[config.mk]
export PLATFORM = sky130hd
export DESIGN_NAME = rom_subsys_top
export DESIGN_NICKNAME = d
export VERILOG_FILES = /design/src/hw/rom_pkg.sv /design/src/hw/axil_pkg.sv /design/src/hw/rom_req_cache.sv /design/src/hw/rom_sdram_arbiter.sv /design/src/hw/rom_cfg_regs.sv /design/src/hw/rom_subsys_top.sv
export VERILOG_INCLUDE_DIRS = /design/src /design/src/include
export SDC_FILE = /design/constraint.sdc
export NUM_CORES = 1
export LEC_CHECK = 0
export ABC_AREA = 1
export ABC_CLOCK_PERIOD_IN_PS = 5500
export BUFFER_PORTS_ARGS = -buffer_cell sky130_fd_sc_hd__buf_2
export CAP_MARGIN = 0
export CORE_MARGIN = 3
export CORE_UTILIZATION = 40
export CTS_CLUSTER_SIZE = 30
export DETAILED_ROUTE_END_ITERATION = 12
export PLACE_DENSITY = 0.57
export SLEW_MARGIN = 5
export SYNTH_ARGS = -nofsm -noshare
export SYNTH_HDL_FRONTEND = slang
export SYNTH_SLANG_ARGS = --single-unit
[constraint.sdc]
create_clock -name clk -period 5.5 [get_ports clk]
set_input_delay 0.55 -clock clk [delete_from_list [all_inputs] [get_ports clk]]
set_output_delay 0.55 -clock clk [all_outputs]
set_load 0.02 [all_outputs]
[src/include/rom_macros.svh]
`ifndef ROM_MACROS_SVH
`define ROM_MACROS_SVH

// sdram word address width, one word is 32 bits
`define ROM_SDRAM_AW 22

// requester ports on the arbiter: cpu and gfx
`define ROM_NPORTS 2

// axi4-lite register map, byte addresses
`define ROM_AXI_AW   8
`define ROM_REG_OFS0 8'h00 // port 0 sdram base offset
`define ROM_REG_OFS1 8'h04 // port 1 sdram base offset
`define ROM_REG_CNT0 8'h08 // port 0 completed fetches, read only
`define ROM_REG_CNT1 8'h0c // port 1 completed fetches, read only

`endif

[src/hw/rom_pkg.sv]
`include "rom_macros.svh"

package rom_pkg;

    // one 32-bit rom word as stored in sdram
    // the cpu port reads it as bytes, the gfx port as halfwords
    typedef union packed {
        logic [3:0][7:0]  bytes;  // bytes[0] is bits 7:0
        logic [1:0][15:0] halves; // halves[0] is bits 15:0
    } rom_word_u;

    // read request towards sdram, also used for a cache miss
    typedef struct packed {
        logic                     valid; // held while the request is open
        logic [`ROM_SDRAM_AW-1:0] addr;  // word address
    } sdram_rd_req_t;

    // returned word, valid for exactly one cycle
    typedef struct packed {
        logic      valid;
        rom_word_u data;
    } rom_fill_t;

endpackage

[src/hw/axil_pkg.sv]
`include "rom_macros.svh"

package axil_pkg;

    // master to slave signals of one axi4-lite link, 32-bit data
    typedef struct packed {
        logic                   awvalid;
        logic [`ROM_AXI_AW-1:0] awaddr;
        logic                   wvalid;
        logic [31:0]            wdata;
        logic [3:0]             wstrb;
        logic                   bready;
        logic                   arvalid;
        logic [`ROM_AXI_AW-1:0] araddr;
        logic                   rready;
    } axil_req_t;

    // slave to master
    typedef struct packed {
        logic        awready;
        logic        wready;
        logic        bvalid;
        logic [1:0]  bresp;
        logic        arready;
        logic        rvalid;
        logic [31:0] rdata;
        logic [1:0]  rresp;
    } axil_rsp_t;

    localparam logic [1:0] RESP_OKAY   = 2'b00;
    localparam logic [1:0] RESP_SLVERR = 2'b10;

endpackage

[src/hw/rom_req_cache.sv]
`timescale 1ns/1ps
`include "rom_macros.svh"

// two-word cache in front of one rom requester
// hits answer one cycle after addr_ok, misses go to the arbiter
module rom_req_cache #(
    parameter int DW = 8,  // requester data width, 8 or 16
    parameter int AW = 18  // requester address width in DW units
) (
    input  logic                   clk,
    input  logic                   rst,
    input  logic [AW-1:0]          addr,
    input  logic                   addr_ok, // addr is valid, held until data_ok
    output rom_pkg::sdram_rd_req_t miss,
    input  rom_pkg::rom_fill_t     fill,
    output logic [DW-1:0]          dout,
    output logic                   data_ok  // dout valid this cycle
);

    localparam int SH = (DW == 8) ? 2 : 1; // lane select bits below the word address
    localparam int WW = AW - SH;           // word address width

    logic [WW-1:0]      waddr;        // word holding the requested lane
    logic [WW-1:0]      ent_addr [2];
    rom_pkg::rom_word_u ent_data [2];
    logic [1:0]         hit;
    logic               victim;       // entry overwritten by the next fill
    logic               init;         // nothing stored yet
    rom_pkg::rom_word_u word_mux;

    assign waddr  = addr[AW-1:SH];
    assign hit[0] = waddr == ent_addr[0];
    assign hit[1] = waddr == ent_addr[1];

    // init keeps a request open until the first word lands,
    // that prefill takes whatever addr holds
    always_comb begin
        miss.valid = init || (addr_ok && !(|hit));
        miss.addr  = `ROM_SDRAM_AW'(waddr); // zero extended word address
    end

    always_ff @(posedge clk or posedge rst) begin
        if (rst) begin
            init    <= 1'b1;
            victim  <= 1'b0;
            data_ok <= 1'b0;
        end else begin
            // fill cycle counts as a hit, word is stored by the next cycle
            data_ok <= addr_ok && (fill.valid || (!init && |hit));
            if (fill.valid) begin
                init <= 1'b0;
                if (!init) begin
                    victim <= ~victim; // alternate entries after the prefill
                end
            end
        end
    end

    // first fill writes both entries so no stale tag can match
    always_ff @(posedge clk) begin
        if (fill.valid) begin
            if (init || !victim) begin
                ent_addr[0] <= waddr;
                ent_data[0] <= fill.data;
            end
            if (init || victim) begin
                ent_addr[1] <= waddr;
                ent_data[1] <= fill.data;
            end
        end
    end

    // fresh data bypasses the entries, saves a cycle on a miss
    always_comb begin
        if (fill.valid) begin
            word_mux = fill.data;
        end else if (hit[0]) begin
            word_mux = ent_data[0];
        end else begin
            word_mux = ent_data[1];
        end
    end

    generate
        if (DW == 8) begin : g_byte
            assign dout = word_mux.bytes[addr[1:0]];  // cpu byte lane
        end else begin : g_half
            assign dout = word_mux.halves[addr[0]];   // gfx halfword lane
        end
    endgenerate

    // no data can be reported before a word has been stored
    a_no_early_ok: assert property (@(posedge clk) disable iff (rst)
        init |-> !data_ok);

    // the arbiter only answers a port that is still asking
    a_fill_on_miss: assert property (@(posedge clk) disable iff (rst)
        fill.valid |-> miss.valid);

endmodule

[src/hw/rom_sdram_arbiter.sv]
`timescale 1ns/1ps
`include "rom_macros.svh"

// single sdram read channel shared by the cache ports
// one read in flight, round robin between ports that miss
module rom_sdram_arbiter (
    input  logic                     clk,
    input  logic                     rst,
    input  rom_pkg::sdram_rd_req_t   miss [`ROM_NPORTS],
    output rom_pkg::rom_fill_t       fill [`ROM_NPORTS],
    input  logic [`ROM_SDRAM_AW-1:0] port_ofs [`ROM_NPORTS], // per port base, in words
    output logic [`ROM_NPORTS-1:0]   fetch_done,
    output rom_pkg::sdram_rd_req_t   sdram_req,
    input  rom_pkg::rom_fill_t       sdram_rsp
);

    localparam int NP = `ROM_NPORTS;
    localparam int PW = (NP > 1) ? $clog2(NP) : 1; // port index width

    logic                     busy;       // read in flight
    logic [PW-1:0]            gnt;        // owner of the read in flight
    logic [PW-1:0]            rr;         // port that wins the next tie
    logic [PW-1:0]            pick;
    logic [PW-1:0]            idx;
    logic                     found;
    logic [`ROM_SDRAM_AW-1:0] issue_addr; // offset added, for the picked port
    logic [`ROM_SDRAM_AW-1:0] req_addr;   // latched at grant

    // scan from rr upwards, first requesting port wins
    always_comb begin
        pick  = rr;
        found = 1'b0;
        idx   = rr;
        for (int i = 0; i < NP; i++) begin
            idx = PW'((int'(rr) + i) % NP);
            if (!found && miss[idx].valid) begin
                pick  = idx;
                found = 1'b1;
            end
        end
    end

    assign issue_addr = miss[pick].addr + port_ofs[pick];

    // request goes out in the grant cycle, then stays on the latched copy
    always_comb begin
        sdram_req.valid = busy || found;
        sdram_req.addr  = busy ? req_addr : issue_addr;
    end

    always_ff @(posedge clk or posedge rst) begin
        if (rst) begin
            busy <= 1'b0;
            gnt  <= '0;
            rr   <= '0;
        end else if (!busy) begin
            if (found) begin
                busy <= 1'b1;
                gnt  <= pick;
                rr   <= (pick == PW'(NP - 1)) ? '0 : pick + 1'b1; // other port next
            end
        end else if (sdram_rsp.valid) begin
            busy <= 1'b0; // free again next cycle
        end
    end

    always_ff @(posedge clk) begin
        if (!busy && found) begin
            req_addr <= issue_addr;
        end
    end

    // returned word goes to the owner only
    always_comb begin
        for (int i = 0; i < NP; i++) begin
            fill[i].valid = busy && sdram_rsp.valid && (gnt == PW'(i));
            fill[i].data  = sdram_rsp.data;
            fetch_done[i] = fill[i].valid;
        end
    end

    // sdram sees one steady address per read
    a_addr_stable: assert property (@(posedge clk) disable iff (rst)
        sdram_req.valid && !sdram_rsp.valid |=> $stable(sdram_req.addr));

    a_one_fill: assert property (@(posedge clk) disable iff (rst)
        $onehot0(fetch_done));

endmodule

[src/hw/rom_cfg_regs.sv]
`timescale 1ns/1ps
`include "rom_macros.svh"

// axi4-lite registers: per port sdram offsets and fetch counters
module rom_cfg_regs (
    input  logic                     clk,
    input  logic                     rst,
    input  axil_pkg::axil_req_t      axil_req,
    output axil_pkg::axil_rsp_t      axil_rsp,
    output logic [`ROM_SDRAM_AW-1:0] port_ofs [`ROM_NPORTS],
    input  logic [`ROM_NPORTS-1:0]   fetch_done // one pulse per completed fetch
);

    logic        wr_take;   // aw and w accepted together
    logic        rd_take;
    logic        wr_hit;    // write address is one of the four registers
    logic        bvalid;
    logic        rvalid;
    logic [1:0]  bresp;
    logic [1:0]  rresp;
    logic [31:0] rdata;
    logic [31:0] fetch_cnt [`ROM_NPORTS]; // wraps

    // byte strobes applied on a zero extended copy of the offset
    function automatic logic [`ROM_SDRAM_AW-1:0] strb_merge(
        input logic [`ROM_SDRAM_AW-1:0] old_val,
        input logic [31:0]              wdata,
        input logic [3:0]               wstrb
    );
        logic [31:0] merged;
        merged = 32'(old_val);
        for (int i = 0; i < 4; i++) begin
            if (wstrb[i]) begin
                merged[i*8 +: 8] = wdata[i*8 +: 8];
            end
        end
        return merged[`ROM_SDRAM_AW-1:0];
    endfunction

    assign wr_take = axil_req.awvalid && axil_req.wvalid && !bvalid; // one write at a time
    assign rd_take = axil_req.arvalid && !rvalid;
    assign wr_hit  = axil_req.awaddr inside {`ROM_REG_OFS0, `ROM_REG_OFS1,
                                             `ROM_REG_CNT0, `ROM_REG_CNT1};

    always_comb begin
        axil_rsp.awready = wr_take;
        axil_rsp.wready  = wr_take;
        axil_rsp.bvalid  = bvalid;
        axil_rsp.bresp   = bresp;
        axil_rsp.arready = !rvalid;
        axil_rsp.rvalid  = rvalid;
        axil_rsp.rdata   = rdata;
        axil_rsp.rresp   = rresp;
    end

    always_ff @(posedge clk or posedge rst) begin
        if (rst) begin
            bvalid <= 1'b0;
            for (int i = 0; i < `ROM_NPORTS; i++) begin
                port_ofs[i]  <= '0;
                fetch_cnt[i] <= '0;
            end
        end else begin
            if (wr_take) begin
                bvalid <= 1'b1;
            end else if (axil_req.bready) begin
                bvalid <= 1'b0;
            end
            // counter writes fall through, they still answer okay
            if (wr_take && axil_req.awaddr == `ROM_REG_OFS0) begin
                port_ofs[0] <= strb_merge(port_ofs[0], axil_req.wdata, axil_req.wstrb);
            end
            if (wr_take && axil_req.awaddr == `ROM_REG_OFS1) begin
                port_ofs[1] <= strb_merge(port_ofs[1], axil_req.wdata, axil_req.wstrb);
            end
            for (int i = 0; i < `ROM_NPORTS; i++) begin
                if (fetch_done[i]) begin
                    fetch_cnt[i] <= fetch_cnt[i] + 32'd1;
                end
            end
        end
    end

    always_ff @(posedge clk) begin
        if (wr_take) begin
            bresp <= wr_hit ? axil_pkg::RESP_OKAY : axil_pkg::RESP_SLVERR;
        end
    end

    always_ff @(posedge clk or posedge rst) begin
        if (rst) begin
            rvalid <= 1'b0;
        end else if (rd_take) begin
            rvalid <= 1'b1;
        end else if (axil_req.rready) begin
            rvalid <= 1'b0;
        end
    end

    // read data captured at address acceptance, held with rvalid
    always_ff @(posedge clk) begin
        if (rd_take) begin
            rresp <= axil_pkg::RESP_OKAY;
            case (axil_req.araddr)
                `ROM_REG_OFS0: rdata <= 32'(port_ofs[0]);
                `ROM_REG_OFS1: rdata <= 32'(port_ofs[1]);
                `ROM_REG_CNT0: rdata <= fetch_cnt[0];
                `ROM_REG_CNT1: rdata <= fetch_cnt[1];
                default: begin
                    rdata <= '0;
                    rresp <= axil_pkg::RESP_SLVERR; // unmapped
                end
            endcase
        end
    end

    // responses wait for the master
    a_b_hold: assert property (@(posedge clk) disable iff (rst)
        axil_rsp.bvalid && !axil_req.bready |=> axil_rsp.bvalid);
    a_r_hold: assert property (@(posedge clk) disable iff (rst)
        axil_rsp.rvalid && !axil_req.rready |=> axil_rsp.rvalid);

endmodule

[src/hw/rom_subsys_top.sv]
`timescale 1ns/1ps
`include "rom_macros.svh"

// rom access layer: cpu and gfx caches sharing one sdram read channel
module rom_subsys_top #(
    localparam int CPU_AW = 18, // cpu byte address
    localparam int GFX_AW = 17  // gfx halfword address
) (
    input  logic                   clk,
    input  logic                   rst,
    input  logic [CPU_AW-1:0]      cpu_addr,
    input  logic                   cpu_addr_ok,
    output logic [7:0]             cpu_dout,
    output logic                   cpu_data_ok,
    input  logic [GFX_AW-1:0]      gfx_addr,
    input  logic                   gfx_addr_ok,
    output logic [15:0]            gfx_dout,
    output logic                   gfx_data_ok,
    output rom_pkg::sdram_rd_req_t sdram_req,
    input  rom_pkg::rom_fill_t     sdram_rsp,
    input  axil_pkg::axil_req_t    axil_req,
    output axil_pkg::axil_rsp_t    axil_rsp
);

    rom_pkg::sdram_rd_req_t   miss [`ROM_NPORTS];     // index 0 cpu, 1 gfx
    rom_pkg::rom_fill_t       fill [`ROM_NPORTS];
    logic [`ROM_SDRAM_AW-1:0] port_ofs [`ROM_NPORTS];
    logic [`ROM_NPORTS-1:0]   fetch_done;

    rom_req_cache #(.DW(8), .AW(CPU_AW)) i_cpu_cache (
        .clk     (clk),
        .rst     (rst),
        .addr    (cpu_addr),
        .addr_ok (cpu_addr_ok),
        .miss    (miss[0]),
        .fill    (fill[0]),
        .dout    (cpu_dout),
        .data_ok (cpu_data_ok)
    );

    rom_req_cache #(.DW(16), .AW(GFX_AW)) i_gfx_cache (
        .clk     (clk),
        .rst     (rst),
        .addr    (gfx_addr),
        .addr_ok (gfx_addr_ok),
        .miss    (miss[1]),
        .fill    (fill[1]),
        .dout    (gfx_dout),
        .data_ok (gfx_data_ok)
    );

    rom_sdram_arbiter i_arbiter (
        .clk        (clk),
        .rst        (rst),
        .miss       (miss),
        .fill       (fill),
        .port_ofs   (port_ofs),
        .fetch_done (fetch_done),
        .sdram_req  (sdram_req),
        .sdram_rsp  (sdram_rsp)
    );

    rom_cfg_regs i_cfg_regs (
        .clk        (clk),
        .rst        (rst),
        .axil_req   (axil_req),
        .axil_rsp   (axil_rsp),
        .port_ofs   (port_ofs),
        .fetch_done (fetch_done)
    );

endmodule

[Word level (Yosys, flattened, before mapping)]
Memory sizes are Yosys's and may differ from the RTL's.
Cells that the tools add are included.
Widths: inputs -> output; s select.
Cells by class
  $add $sub $neg: 5
  $lt $le $gt $ge: 5
  eq/ne operators: 10
  mux-type cells: 47
  bitwise gates (word level): 9
  reductions and logical operators: 52
Operator list (number)
  $mux 23: 6
  $mux 22: 6
  $mux 32: 4
  $pmux 32 s4: 1
  $add 32x1->32 const B: 2
  $eq 16x16->1: 4
  $mux 16: 3
  $eq 8x4->1 const B: 4
  $mux 1: 23
  $add 22x22->22: 1
  $reduce_and 2->1: 9
  $bmux 8 s2: 1
  $eq 8x3->1 const B: 2
  $logic_and 1x1->1: 16
  $logic_not 8->1: 2
  $logic_not 1->1: 10
  $logic_or 1x1->1: 9
  $mux 8: 1
  $ge 2x2->1 const B: 3
  $not 1->1: 6
  $not 1->2: 3
  $mux 2: 2
  $reduce_bool 2->1: 2
  $reduce_bool 4->1: 1
  5 further kinds: 7
Storage, ports and cells
  bits in registers: 177
  bits in writable memories: 192
  word-level logic and storage cells: 155
  memories: 4
Memory list
  i_cpu_cache.ent_data: words 2, bits a word 32, read ports 2, clocked after memory_dff 0, write ports 2, RTL line rom_req_cache.sv:25  | rom_pkg::rom_word_u ent_data [2];
  i_gfx_cache.ent_data: words 2, bits a word 32, read ports 2, clocked after memory_dff 0, write ports 2, RTL line rom_req_cache.sv:25
  i_cpu_cache.ent_addr: words 2, bits a word 16, read ports 2, clocked after memory_dff 0, write ports 2, RTL line rom_req_cache.sv:24  | logic [WW-1:0] ent_addr [2];
  i_gfx_cache.ent_addr: words 2, bits a word 16, read ports 2, clocked after memory_dff 0, write ports 2, RTL line rom_req_cache.sv:24

[Logic depth before layout (Yosys ltp)]
Gate-level depths: netlist of run 1.
An unclocked memory read counts as a cell.
  depth in word-level cells: 19
  depth in mapped cells: 29
  gate-level depth less buffers: 28

[By module]
A second synthesis of run 1 with hierarchy kept.
Second synthesis, totals
  cell total of the unflattened synthesis: 2470
  area, all modules: 20576.0 um2
Modules (own cells, without submodules)
  rom_cfg_regs: times used 1, cells each 842, area each 7289.5 um2, sequential area each 3773.6 um2
  rom_req_cache (i_cpu_cache): times used 1, cells each 506, area each 4815.9 um2, sequential area each 2959.1 um2
  rom_req_cache (i_gfx_cache): times used 1, cells each 497, area each 4748.3 um2, sequential area each 2959.1 um2
  rom_sdram_arbiter: times used 1, cells each 625, area each 3722.3 um2, sequential area each 735.7 um2

[Worst setup path before layout of run 1]
No wires, ideal clock.
  path kind: input to output
  start point: input port gfx_addr[6]
  end point: output port sdram_req[18] in the netlist's numbering
  data arrival time: 3.867 ns
  required time: 4.950 ns
  path slack: 1.083 ns
  stages on the path: 27
  path buffers: 2
  path through: xor2_1 nor2_1 nand2_1 nor2_4 nand2_4 nand2_1 nand2_1 nand2_2 nand2_4 nand2_4 buf_4 buf_2 o21ai_0 ha_1 fa_1 nand3_1 nand2_1 nand4_1 nand3_1 a21boi_1 o21ai_0 a21boi_1 nor2_1 nand2_1 and2_4 nand2_1 nand2_1
RTL lines
  from (decl): RTL line rom_subsys_top.sv:15  | input logic [GFX_AW-1:0] gfx_addr,
  to (decl): RTL line rom_subsys_top.sv:19  | output rom_pkg::sdram_rd_req_t sdram_req,

==> results.cfg, run 1 <==
[sta]
period_share = 0.933
fin_crit_ns = 5.13
rsz0062_at_grt = false
finalHoldViolCount = 0
drv_slew = 0
fin_skew_ns = 0.0238
fmax_mhz = 195
final.setup.tns_ns = 0
setup_viol = 0
tightest_slew_ns = 1.25
slew_headroom = 0.163

[placed_design]
place_area_mm2 = 0.0197
dp_cells = 2631
place_congestion = 0.874
dpl.hpwl_mm = 33.5
port_buffers = 205

[global_route]
grt_pass1_wl_mm = 74.9
grt_pass1_vias = 13200
overflow = 0
antenna_found_initial = 6
track_usage = 0.201
grt_max_degree = 70

[floorplanning]
die_area_mm2 = 0.0476
ios = 219
die_y_um = 218
design.core.area_mm2 = 0.0443
fp-row-count = 77
initial_core_util = 0.406
die_w_um = 218

[route]
highest_layer = met5
dr.pass1.iters = 5
met3WireLength_mm = 2.70
avgViaCountPerCell = 5.04
drt-total-wl_mm = 48.0
final_antenna_net_count = 0
avgRoutedWirePerCell_um = 17.7
drtIter0Drc = 944
met2_length_mm = 22.4
route.detailed.drc = 0
wl_met1_mm = 21.6
vias = 13600

[clock_network]
path_clk_slew_ns = 0.06
tritoncts_num_sinks = 367
cts_tree = built
postCtsHoldBufs = 0
htree_levels = 2
cts-root-buf = clkbuf_16
cts_buffers = 41
cts.path.max_buffers = 3
insertion_delay_ns = 0.57

[synth]
synthCells = 1879
synth.distinct_cells = 52
synth.yosys.seq_area_share = 0.579
synth_seq_cells = 367
syn-cell-area_mm2 = 0.0180
syn_area_per_cell_um2 = 9.58
ys_warn_count = 0

[min_path]
hold_class = in2reg
hold_path_end = i_cfg_regs.bvalid
hold_depth = 2
hold_start = axil_req[10]

[finish]
ff_latch_area_mm2 = 0.0104
syn_to_final_growth_pct = 17.3
fillCellCount = 4206
multi_input_area_mm2 = 0.00655
drive_above_1_share = 0.180
nNetsFinal = 2230
final_common_cell = nand2_1
instances_no_fill = 2710
postLayoutCellArea_mm2 = 0.0211
layout_common_cells = 508 x nand2_1, 248 x edfxtp_1, 205 x buf_2

[pwr]
combPwrFrac = 0.194
leakagePower_nw = 9.30
p_seq_frac = 0.450
switching_share = 0.302
p_per_area_mw_per_mm2 = 362
ir_drop_mv = 0.261
pwr-share-clk = 0.357
p_int_mw = 5.33
power.switching_mw = 2.30

[worst_setup_path]
worstRegToRegCells = 25
cp_common_cell = nand2_1
cp-startpoint = i_cpu_cache.ent_addr[0][0]
worst-setup-path-type = reg2out
cp-start-kind = register
r2r-end = i_arbiter.req_addr[20]
cpPeakStageDelay_ns = 0.41
crit_path_top_delay_cell = fa_1
worst-path-max-fanout = 19
end_kind = primary output
regToRegSetupSlack_ns = 1.41
cp.arrival_ns = 4.58
reg2reg_from = i_cpu_cache.ent_addr[0][0]
crit_required_ns = 4.95

[flow_run]
maxCapViolCount = 0

[outcome]
status = finished, final reports clean
-- metal layers --
layer	vias to the layer above	global-route usage
li1	6739	-
met1	6430	0.275
met2	383	0.326
met3	88	0.0368
met4	6	0.0635
met5	-	0
-- Yosys cell counts (all sizes together) --
cell type | count | area, um^2
ha | 18 | 225
clkbuf | 49 | 184
a21boi | 3 | 22.5
o31ai | 1 | 7.51
nand2 | 524 | 2030
a211oi | 2 | 15.0
dfstp | 2 | 52.6
xor2 | 84 | 736
dfrtp | 117 | 2930
a31oi | 11 | 68.8
clkinv | 1 | 3.75
a21oi | 13 | 65.1
a221oi | 1 | 8.76
conb | 1 | 3.75
edfxtp | 248 | 7450
o32ai | 6 | 52.6
xnor2 | 14 | 123
o21ai | 112 | 561
nor2 | 131 | 557
nor3b | 1 | 7.51
o22ai | 24 | 150
nand4 | 27 | 190
o2111ai | 14 | 123
a21o | 1 | 7.51
o211ai | 33 | 248
buf | 24 | 126
inv | 213 | 800
nor4 | 16 | 143
or2 | 2 | 12.5
o221ai | 8 | 70.1
fa | 1 | 20.0
nor3 | 18 | 111
and2 | 5 | 33.8
nand3 | 154 | 863
-- metrics by stage --
stage                     power [mW]  utilization  hold WS (ns)  setup WS (ns)
after detailed placement        4.96        0.445         0.457          0.331
after global routing            8.00        0.476         0.164         0.0143
final                           7.63        0.476         0.170          0.368
after CTS                       7.70        0.475         0.138         0.0355
after floorplan                 4.42            -         0.442           1.08
after global placement          4.93        0.445         0.458          0.353
-- flip-flops by register name, summed over array words and instances (netlist names), 22 cells and up --
signal                cells
i_cfg_regs.port_ofs      44
i_gfx_cache.ent_addr     32
i_cfg_regs.fetch_cnt     64
i_gfx_cache.ent_data     64
i_arbiter.req_addr       22
i_cpu_cache.ent_addr     32
i_cfg_regs.rdata         32
i_cpu_cache.ent_data     64
-- cells by family (layout without fill, tap and decap cells) --
logic type               count (synthesis)  in the layout  synth area share
AND/OR/NAND/NOR                        878            878             0.219
flip-flops                             367            367             0.579
buffers and inverters                  287            522            0.0619
AO/OA/AOI/OAI                          229            229            0.0777
XOR/XNOR                                98             98            0.0477
adder cells (fa/ha/maj)                 19             19            0.0136
other                                    1              5          0.000208
-- worst max path at each step --
stage	endpoint	slack, ns
floorplan	sdram_req[18]	1.08
global placement	sdram_req[18]	0.35
detailed placement	sdram_req[19]	0.33
CTS	sdram_req[19]	0.04
global route	sdram_req[20]	0.01
finish	sdram_req[18]	0.37
-- critical path, delay by kind of cell, from the launching register on --
family	cells	cell delay, ns
flip-flops	1	0.39
AO/OA/AOI/OAI	4	0.77
adder cells (fa/ha/maj)	2	0.70
AND/OR/NAND/NOR	20	2.01
buffers and inverters	1	0.15
-- power groups by stage --
stage	sequential [mW]	combinational (mW)	clock (mW)
after global routing	3.46	1.64	2.90
after floorplan	3.49	0.931	0
after global placement	3.47	1.46	0
final	3.43	1.48	2.72
after CTS	3.43	1.48	2.79
after detailed placement	3.49	1.47	0
-- timing repair --
item,CTS,global route
setup buffers,0,0
resized for setup,0,12
setup endpoints to repair,0,9
-- cell type report --
| class | instances | share of cell area |
|---|---|---|
| inverter | 214 | 0.0382 |
| tap | 592 | 0.0351 |
| timing repair buffer | 232 | 0.0590 |
| clock inverter | 18 | 0.00771 |
| clock buffer | 58 | 0.0555 |
| multi-input combinational | 1226 | 0.310 |
| antenna | 3 | 0.000356 |
| sequential | 367 | 0.494 |
Note: power is estimated with default switching activity, not from simulation.
==> inputs of run 2 (changes only) <==
CORE_MARGIN = 5   (was 3)
==> run 2 against run 1 <==
Clock skew fell by 0.0017 ns. Worst setup slack improved by 0.0085 ns. Highest routed layer unchanged. Clock-buffer cell count rose by 6. Clock power fell by 2%. Register-to-register slack barely moved. Combinational power barely moved. Via count rose by 0.13%.
==> results.cfg, run 2 (synthesized netlist as in run 1, its figures left out) <==
[outcome]
status = finished, final reports clean

[worst_setup_path]
cp_common_cell = nand2_1
worstRegToRegCells = 25
end_kind = primary output
crit_buf_inv = 1
r2r-end = i_arbiter.req_addr[20]
crit_family = simple AND/OR/NAND/NOR gates
cp.arrival_ns = 4.57
worst-path-max-fanout = 24
crit_path_end = sdram_req[18]
reg2reg_from = i_cpu_cache.ent_addr[0][2]
crit_required_ns = 4.95
cp-startpoint = i_cpu_cache.ent_addr[0][2]
crit_cells = 27
crit_path_top_delay_cell = fa_1
regToRegSetupSlack_ns = 1.42
cp-start-kind = register
worst-setup-path-type = reg2out
cpPeakStageDelay_ns = 0.40

[floorplanning]
fp-row-count = 77
die_w_um = 222
initial_core_util = 0.406
die_area_mm2 = 0.0493
ios = 219
design.core.area_mm2 = 0.0443
die_y_um = 222

[global_route]
antenna_found_initial = 4
grt_pass1_vias = 13000
overflow = 0
track_usage = 0.191
grt_pass1_wl_mm = 75.1
grt_max_degree = 77

[pwr]
pwr-share-clk = 0.352
ir_drop_mv = 0.268
p_per_area_mw_per_mm2 = 360
power_mw = 7.59
leakagePower_nw = 9.29
power.switching_mw = 2.31
p_int_mw = 5.28
combPwrFrac = 0.196
switching_share = 0.304
p_seq_frac = 0.452

[finish]
final_common_cell = nand2_1
nNetsFinal = 2233
finalCoreUtilization = 0.476
fillCellCount = 4205
syn_to_final_growth_pct = 17.3
layout_common_cells = 507 x nand2_1, 248 x edfxtp_1, 205 x buf_2
top_regs = i_cfg_regs.fetch_cnt: 64 flops, i_cpu_cache.ent_data: 64 flops, i_gfx_cache.ent_data: 64 flops
postLayoutCellArea_mm2 = 0.0211
drive_above_1_share = 0.179

[sta]
drv_slew = 0
tightest_slew_ns = 1.21
period_share = 0.931
slew_headroom = 0.193
setup_viol = 0
final.setup.tns_ns = 0
holdWs_ns = 0.164
rsz0062_at_grt = false
fin_crit_ns = 5.12
finalHoldViolCount = 0
fmax_mhz = 195
fin_skew_ns = 0.0221

[placed_design]
port_buffers = 205
place_area_mm2 = 0.0197
dpl.hpwl_mm = 33.5
place_congestion = 0.878

[flow_run]
maxCapViolCount = 0

[route]
final_antenna_net_count = 0
avgViaCountPerCell = 5.04
drt-total-wl_mm = 48.6
drtIter0Drc = 1212
dr.pass1.iters = 5
vias = 13700
route.detailed.drc = 0
highest_layer = met5
met2_length_mm = 22.2
avgRoutedWirePerCell_um = 17.9
wl_met1_mm = 22.0
met3WireLength_mm = 2.89

[clock_network]
cts.path.max_buffers = 3
cts-root-buf = clkbuf_16
htree_levels = 2
tritoncts_num_sinks = 367
insertion_delay_ns = 0.57
cts_buffers = 42
path_clk_slew_ns = 0.06
postCtsHoldBufs = 0
cts_tree = built

[min_path]
hold_class = in2reg
run 2: cell types whose count changed in the layout (fill, tap and decap cells not counted), moves of 3 or more:
cell | before | now
clkbuf_1 | 10 | 16
clkbuf_16 | 42 | 45
clkbuf_8 | 6 | 3
inv_6 | 3 | 0
run 2: timing repair:
action,in CTS,in global routing
resized for setup,0,13
setup endpoints to repair,0,9
buffers inserted,0,2
hold endpoints to repair,0,0
run 2: power groups by stage:
stage	Combinational [mW]	Sequential (mW)	Clock, mW
after global placement	1.46	3.47	0
final	1.49	3.43	2.67
after floorplan	0.931	3.49	0
after CTS	1.49	3.43	2.75
after detailed placement	1.48	3.48	0
after global routing	1.64	3.46	2.86
run 2: cell type report:
class / count / area [um^2] / share of cell area
Clock inverter: 13 / 80.1 / 0.00379
Tap cell: 592 / 741 / 0.0351
Inverter: 214 / 806 / 0.0382
Multi-Input combinational cell: 1226 / 6560 / 0.311
Sequential cell: 367 / 10400 / 0.494
Clock buffer: 64 / 1230 / 0.0582
Antenna cell: 2 / 5.00 / 0.000237
Timing Repair Buffer: 234 / 1260 / 0.0597
run 2: worst register-to-register path: stages (launching register included):
cell and delay (ns):
edfxtp_1 0.38, nand2_1 0.08, nand2_1 0.04, nor2_1 0.13
nand2_1 0.08, nor2_2 0.14, nand2_2 0.10, nand3_2 0.12
nand3_4 0.18, nand2_8 0.16, nand2_8 0.13, nand2_1 0.09
o21ai_0 0.14, ha_1 0.25, fa_1 0.40, nand3_1 0.10
nand2_1 0.11, nand4_1 0.09, nand3_1 0.13, a21boi_2 0.21
o21ai_1 0.14, a21boi_2 0.25, nor2_1 0.09, nand3_1 0.08
nand2_1 0.06, and2_1 0.13
run 2: through the flow:
step                setup WS [ns]  std cells
floorplan                    1.08       1880
global placement            0.375       2631
detailed placement          0.380       2631
CTS                         0.109       2708
global route               0.0151       2712
finish                      0.377       2712
run 2: worst min path at each step:
| stage | cells after the start | to | slack (ns) | from |
|---|---|---|---|---|
| floorplan | 1 | i_cfg_regs.fetch_cnt[45] | 0.44 | i_cfg_regs.fetch_cnt[45] |
| global placement | 1 | i_cfg_regs.fetch_cnt[45] | 0.46 | i_cfg_regs.fetch_cnt[45] |
| detailed placement | 1 | i_cfg_regs.fetch_cnt[56] | 0.46 | i_cfg_regs.fetch_cnt[56] |
| CTS | 2 | i_cfg_regs.bvalid | 0.14 | axil_req[10] |
| global route | 2 | i_cfg_regs.bvalid | 0.16 | axil_req[10] |
| finish | 2 | i_cfg_regs.bvalid | 0.16 | axil_req[10] |
run 2: layer usage:
layer / GRT usage / vias to the layer above
li1: - / 6736
met1: 0.269 / 6454
met2: 0.302 / 389
met3: 0.0361 / 81
met4: 0.0597 / 4
met5: 0 / -
==> inputs of run 3 (changes only) <==
ABC_CLOCK_PERIOD_IN_PS = 6300   (was 5500)
clock period = 6.3 ns   (was 5.5 ns; I/O delays follow)
==> run 3 against run 2 <==
Flip-flop and latch count stayed put. Critical path depth unchanged. Clock power fell by 14%. Clock-buffer cell count fell by 4. Cell area decreased by 0.72%. Die area is the same. Clock skew up 0.0010 ns. Register-to-register slack better by 0.49 ns. Combinational power decreased by 15%. Total power shrank 14%. Sequential power shrank 13%. Utilization is 0.34 points lower.
==> results.cfg, run 3 (synthesized netlist as in run 1, its figures left out) <==
[outcome]
status = finished, final reports clean

[global_route]
track_usage = 0.191
grt_pass1_wl_mm = 74.9
overflow = 0
grt_pass1_vias = 13100
grt_max_degree = 79
antenna_found_initial = 4

[floorplanning]
die_y_um = 222
fp-row-count = 77
die_area_mm2 = 0.0493
design.core.area_mm2 = 0.0443
ios = 219
die_w_um = 222
initial_core_util = 0.406

[clock_network]
tritoncts_num_sinks = 367
postCtsHoldBufs = 0
cts.path.max_buffers = 3
ctsResizeCount = 0
cts_buffers = 42
insertion_delay_ns = 0.57
cts_tree = built
htree_levels = 2
path_clk_slew_ns = 0.06
postCtsSetupBuffers = 0
cts-root-buf = clkbuf_16

[placed_design]
place_congestion = 0.867
dp_cells = 2625
port_buffers = 205
dpl.hpwl_mm = 33.1
place_ws_ns = 0.940
place_area_mm2 = 0.0197

[worst_setup_path]
crit_required_ns = 5.67
worst-setup-path-type = reg2out
cp-start-kind = register
cp_common_cell = nand2_1
worst-path-max-fanout = 19
cp.arrival_ns = 4.88
cpPeakStageDelay_ns = 0.41
crit_path_top_delay_cell = fa_1
end_kind = primary output

[finish]
syn_to_final_growth_pct = 16.4
final_common_cell = nand2_1
top_regs = i_cfg_regs.fetch_cnt: 64 flops, i_cpu_cache.ent_data: 64 flops, i_gfx_cache.ent_data: 64 flops
instances_no_fill = 2703
nNetsFinal = 2225
postLayoutCellArea_mm2 = 0.0210
drive_above_1_share = 0.172
layout_common_cells = 508 x nand2_1, 248 x edfxtp_1, 205 x buf_2

[min_path]
hold_class = in2async

[sta]
period_share = 0.875
fin_skew_ns = 0.0231
final.setup.tns_ns = 0
rsz0062_at_grt = false
setup_ws_ns = 0.787
finalHoldViolCount = 0
slew_headroom = 0.209
fin_crit_ns = 5.51
tightest_slew_ns = 1.18
setup_viol = 0
fmax_mhz = 181
drv_slew = 0

[route]
drtIter0Drc = 991
final_antenna_net_count = 0
dr.pass1.iters = 6
avgRoutedWirePerCell_um = 17.8
drt-total-wl_mm = 48.2
route.detailed.drc = 0
vias = 13600
avgViaCountPerCell = 5.02

[pwr]
power_mw = 6.56
leakagePower_nw = 9.22
ir_drop_mv = 0.226
p_per_area_mw_per_mm2 = 313

[flow_run]
maxCapViolCount = 0
run 3: cell count changes in the layout (fill, tap and decap cells not counted), sizes merged:
cell | before | now
inv | 213 | 215
clkbuf | 64 | 60
clkinv | 14 | 13
buf | 234 | 226
bufinv | 0 | 2
run 3: layout make-up:
type / instances / area, um^2
antenna: 2 / 5.00
clock buffer: 60 / 1140
clock inverter: 16 / 139
fill: 4213 / 23400
inverter: 214 / 806
multi-input combinational: 1226 / 6510
sequential: 367 / 10400
tap: 592 / 741
timing repair buffer: 226 / 1180
run 3: power breakdown:
| group | internal, mW | total (mW) | leakage (nW) | switching [mW] |
|---|---|---|---|---|
| clock network | 1.34 | 2.30 | 0.619 | 0.966 |
| logic | 0.361 | 1.27 | 4.80 | 0.904 |
| registers | 2.88 | 2.99 | 3.81 | 0.109 |
| total | 4.58 | 6.56 | 9.22 | 1.98 |
run 3: critical path, delay by kind of cell (launching register included):
kind / cells / cell delay [ns]
simple gates: 20 / 2.07
fa+ha+maj: 2 / 0.69
buf+inv: 1 / 0.15
compound gates: 4 / 1.00
flops: 1 / 0.38
run 3: worst paths after layout:
kind	from	end	slack [ns]	depth (start not counted)
worst max-delay path	i_cpu_cache.ent_addr[0][6]	sdram_req[18]	0.79	27
worst min-delay path	rst	i_cfg_regs.fetch_cnt[23]	0.13	2
worst max register to register	i_cpu_cache.ent_addr[0][6]	i_arbiter.req_addr[20]	1.91	25
worst min register to register	i_cfg_regs.fetch_cnt[56]	i_cfg_regs.fetch_cnt[56]	0.46	1
max in group asynchronous	rst	i_cfg_regs.fetch_cnt[45]	4.73	3
min in group clk	axil_req[10]	i_cfg_regs.bvalid	0.24	2
run 3: stage by stage:
stage | util | hold WS (ns)
floorplan | - | 0.442
global placement | 0.444 | 0.457
detailed placement | 0.444 | 0.456
CTS | 0.473 | 0.125
global route | 0.473 | 0.158
finish | 0.473 | 0.129
run 3: metal layers:
metal,global-route usage,vias to the layer above,wire length (um)
met1,0.267,6388,22000
met5,0,-,22
li1,-,6718,-
met3,0.0332,87,2550
met4,0.0642,4,1560
met2,0.303,371,22100
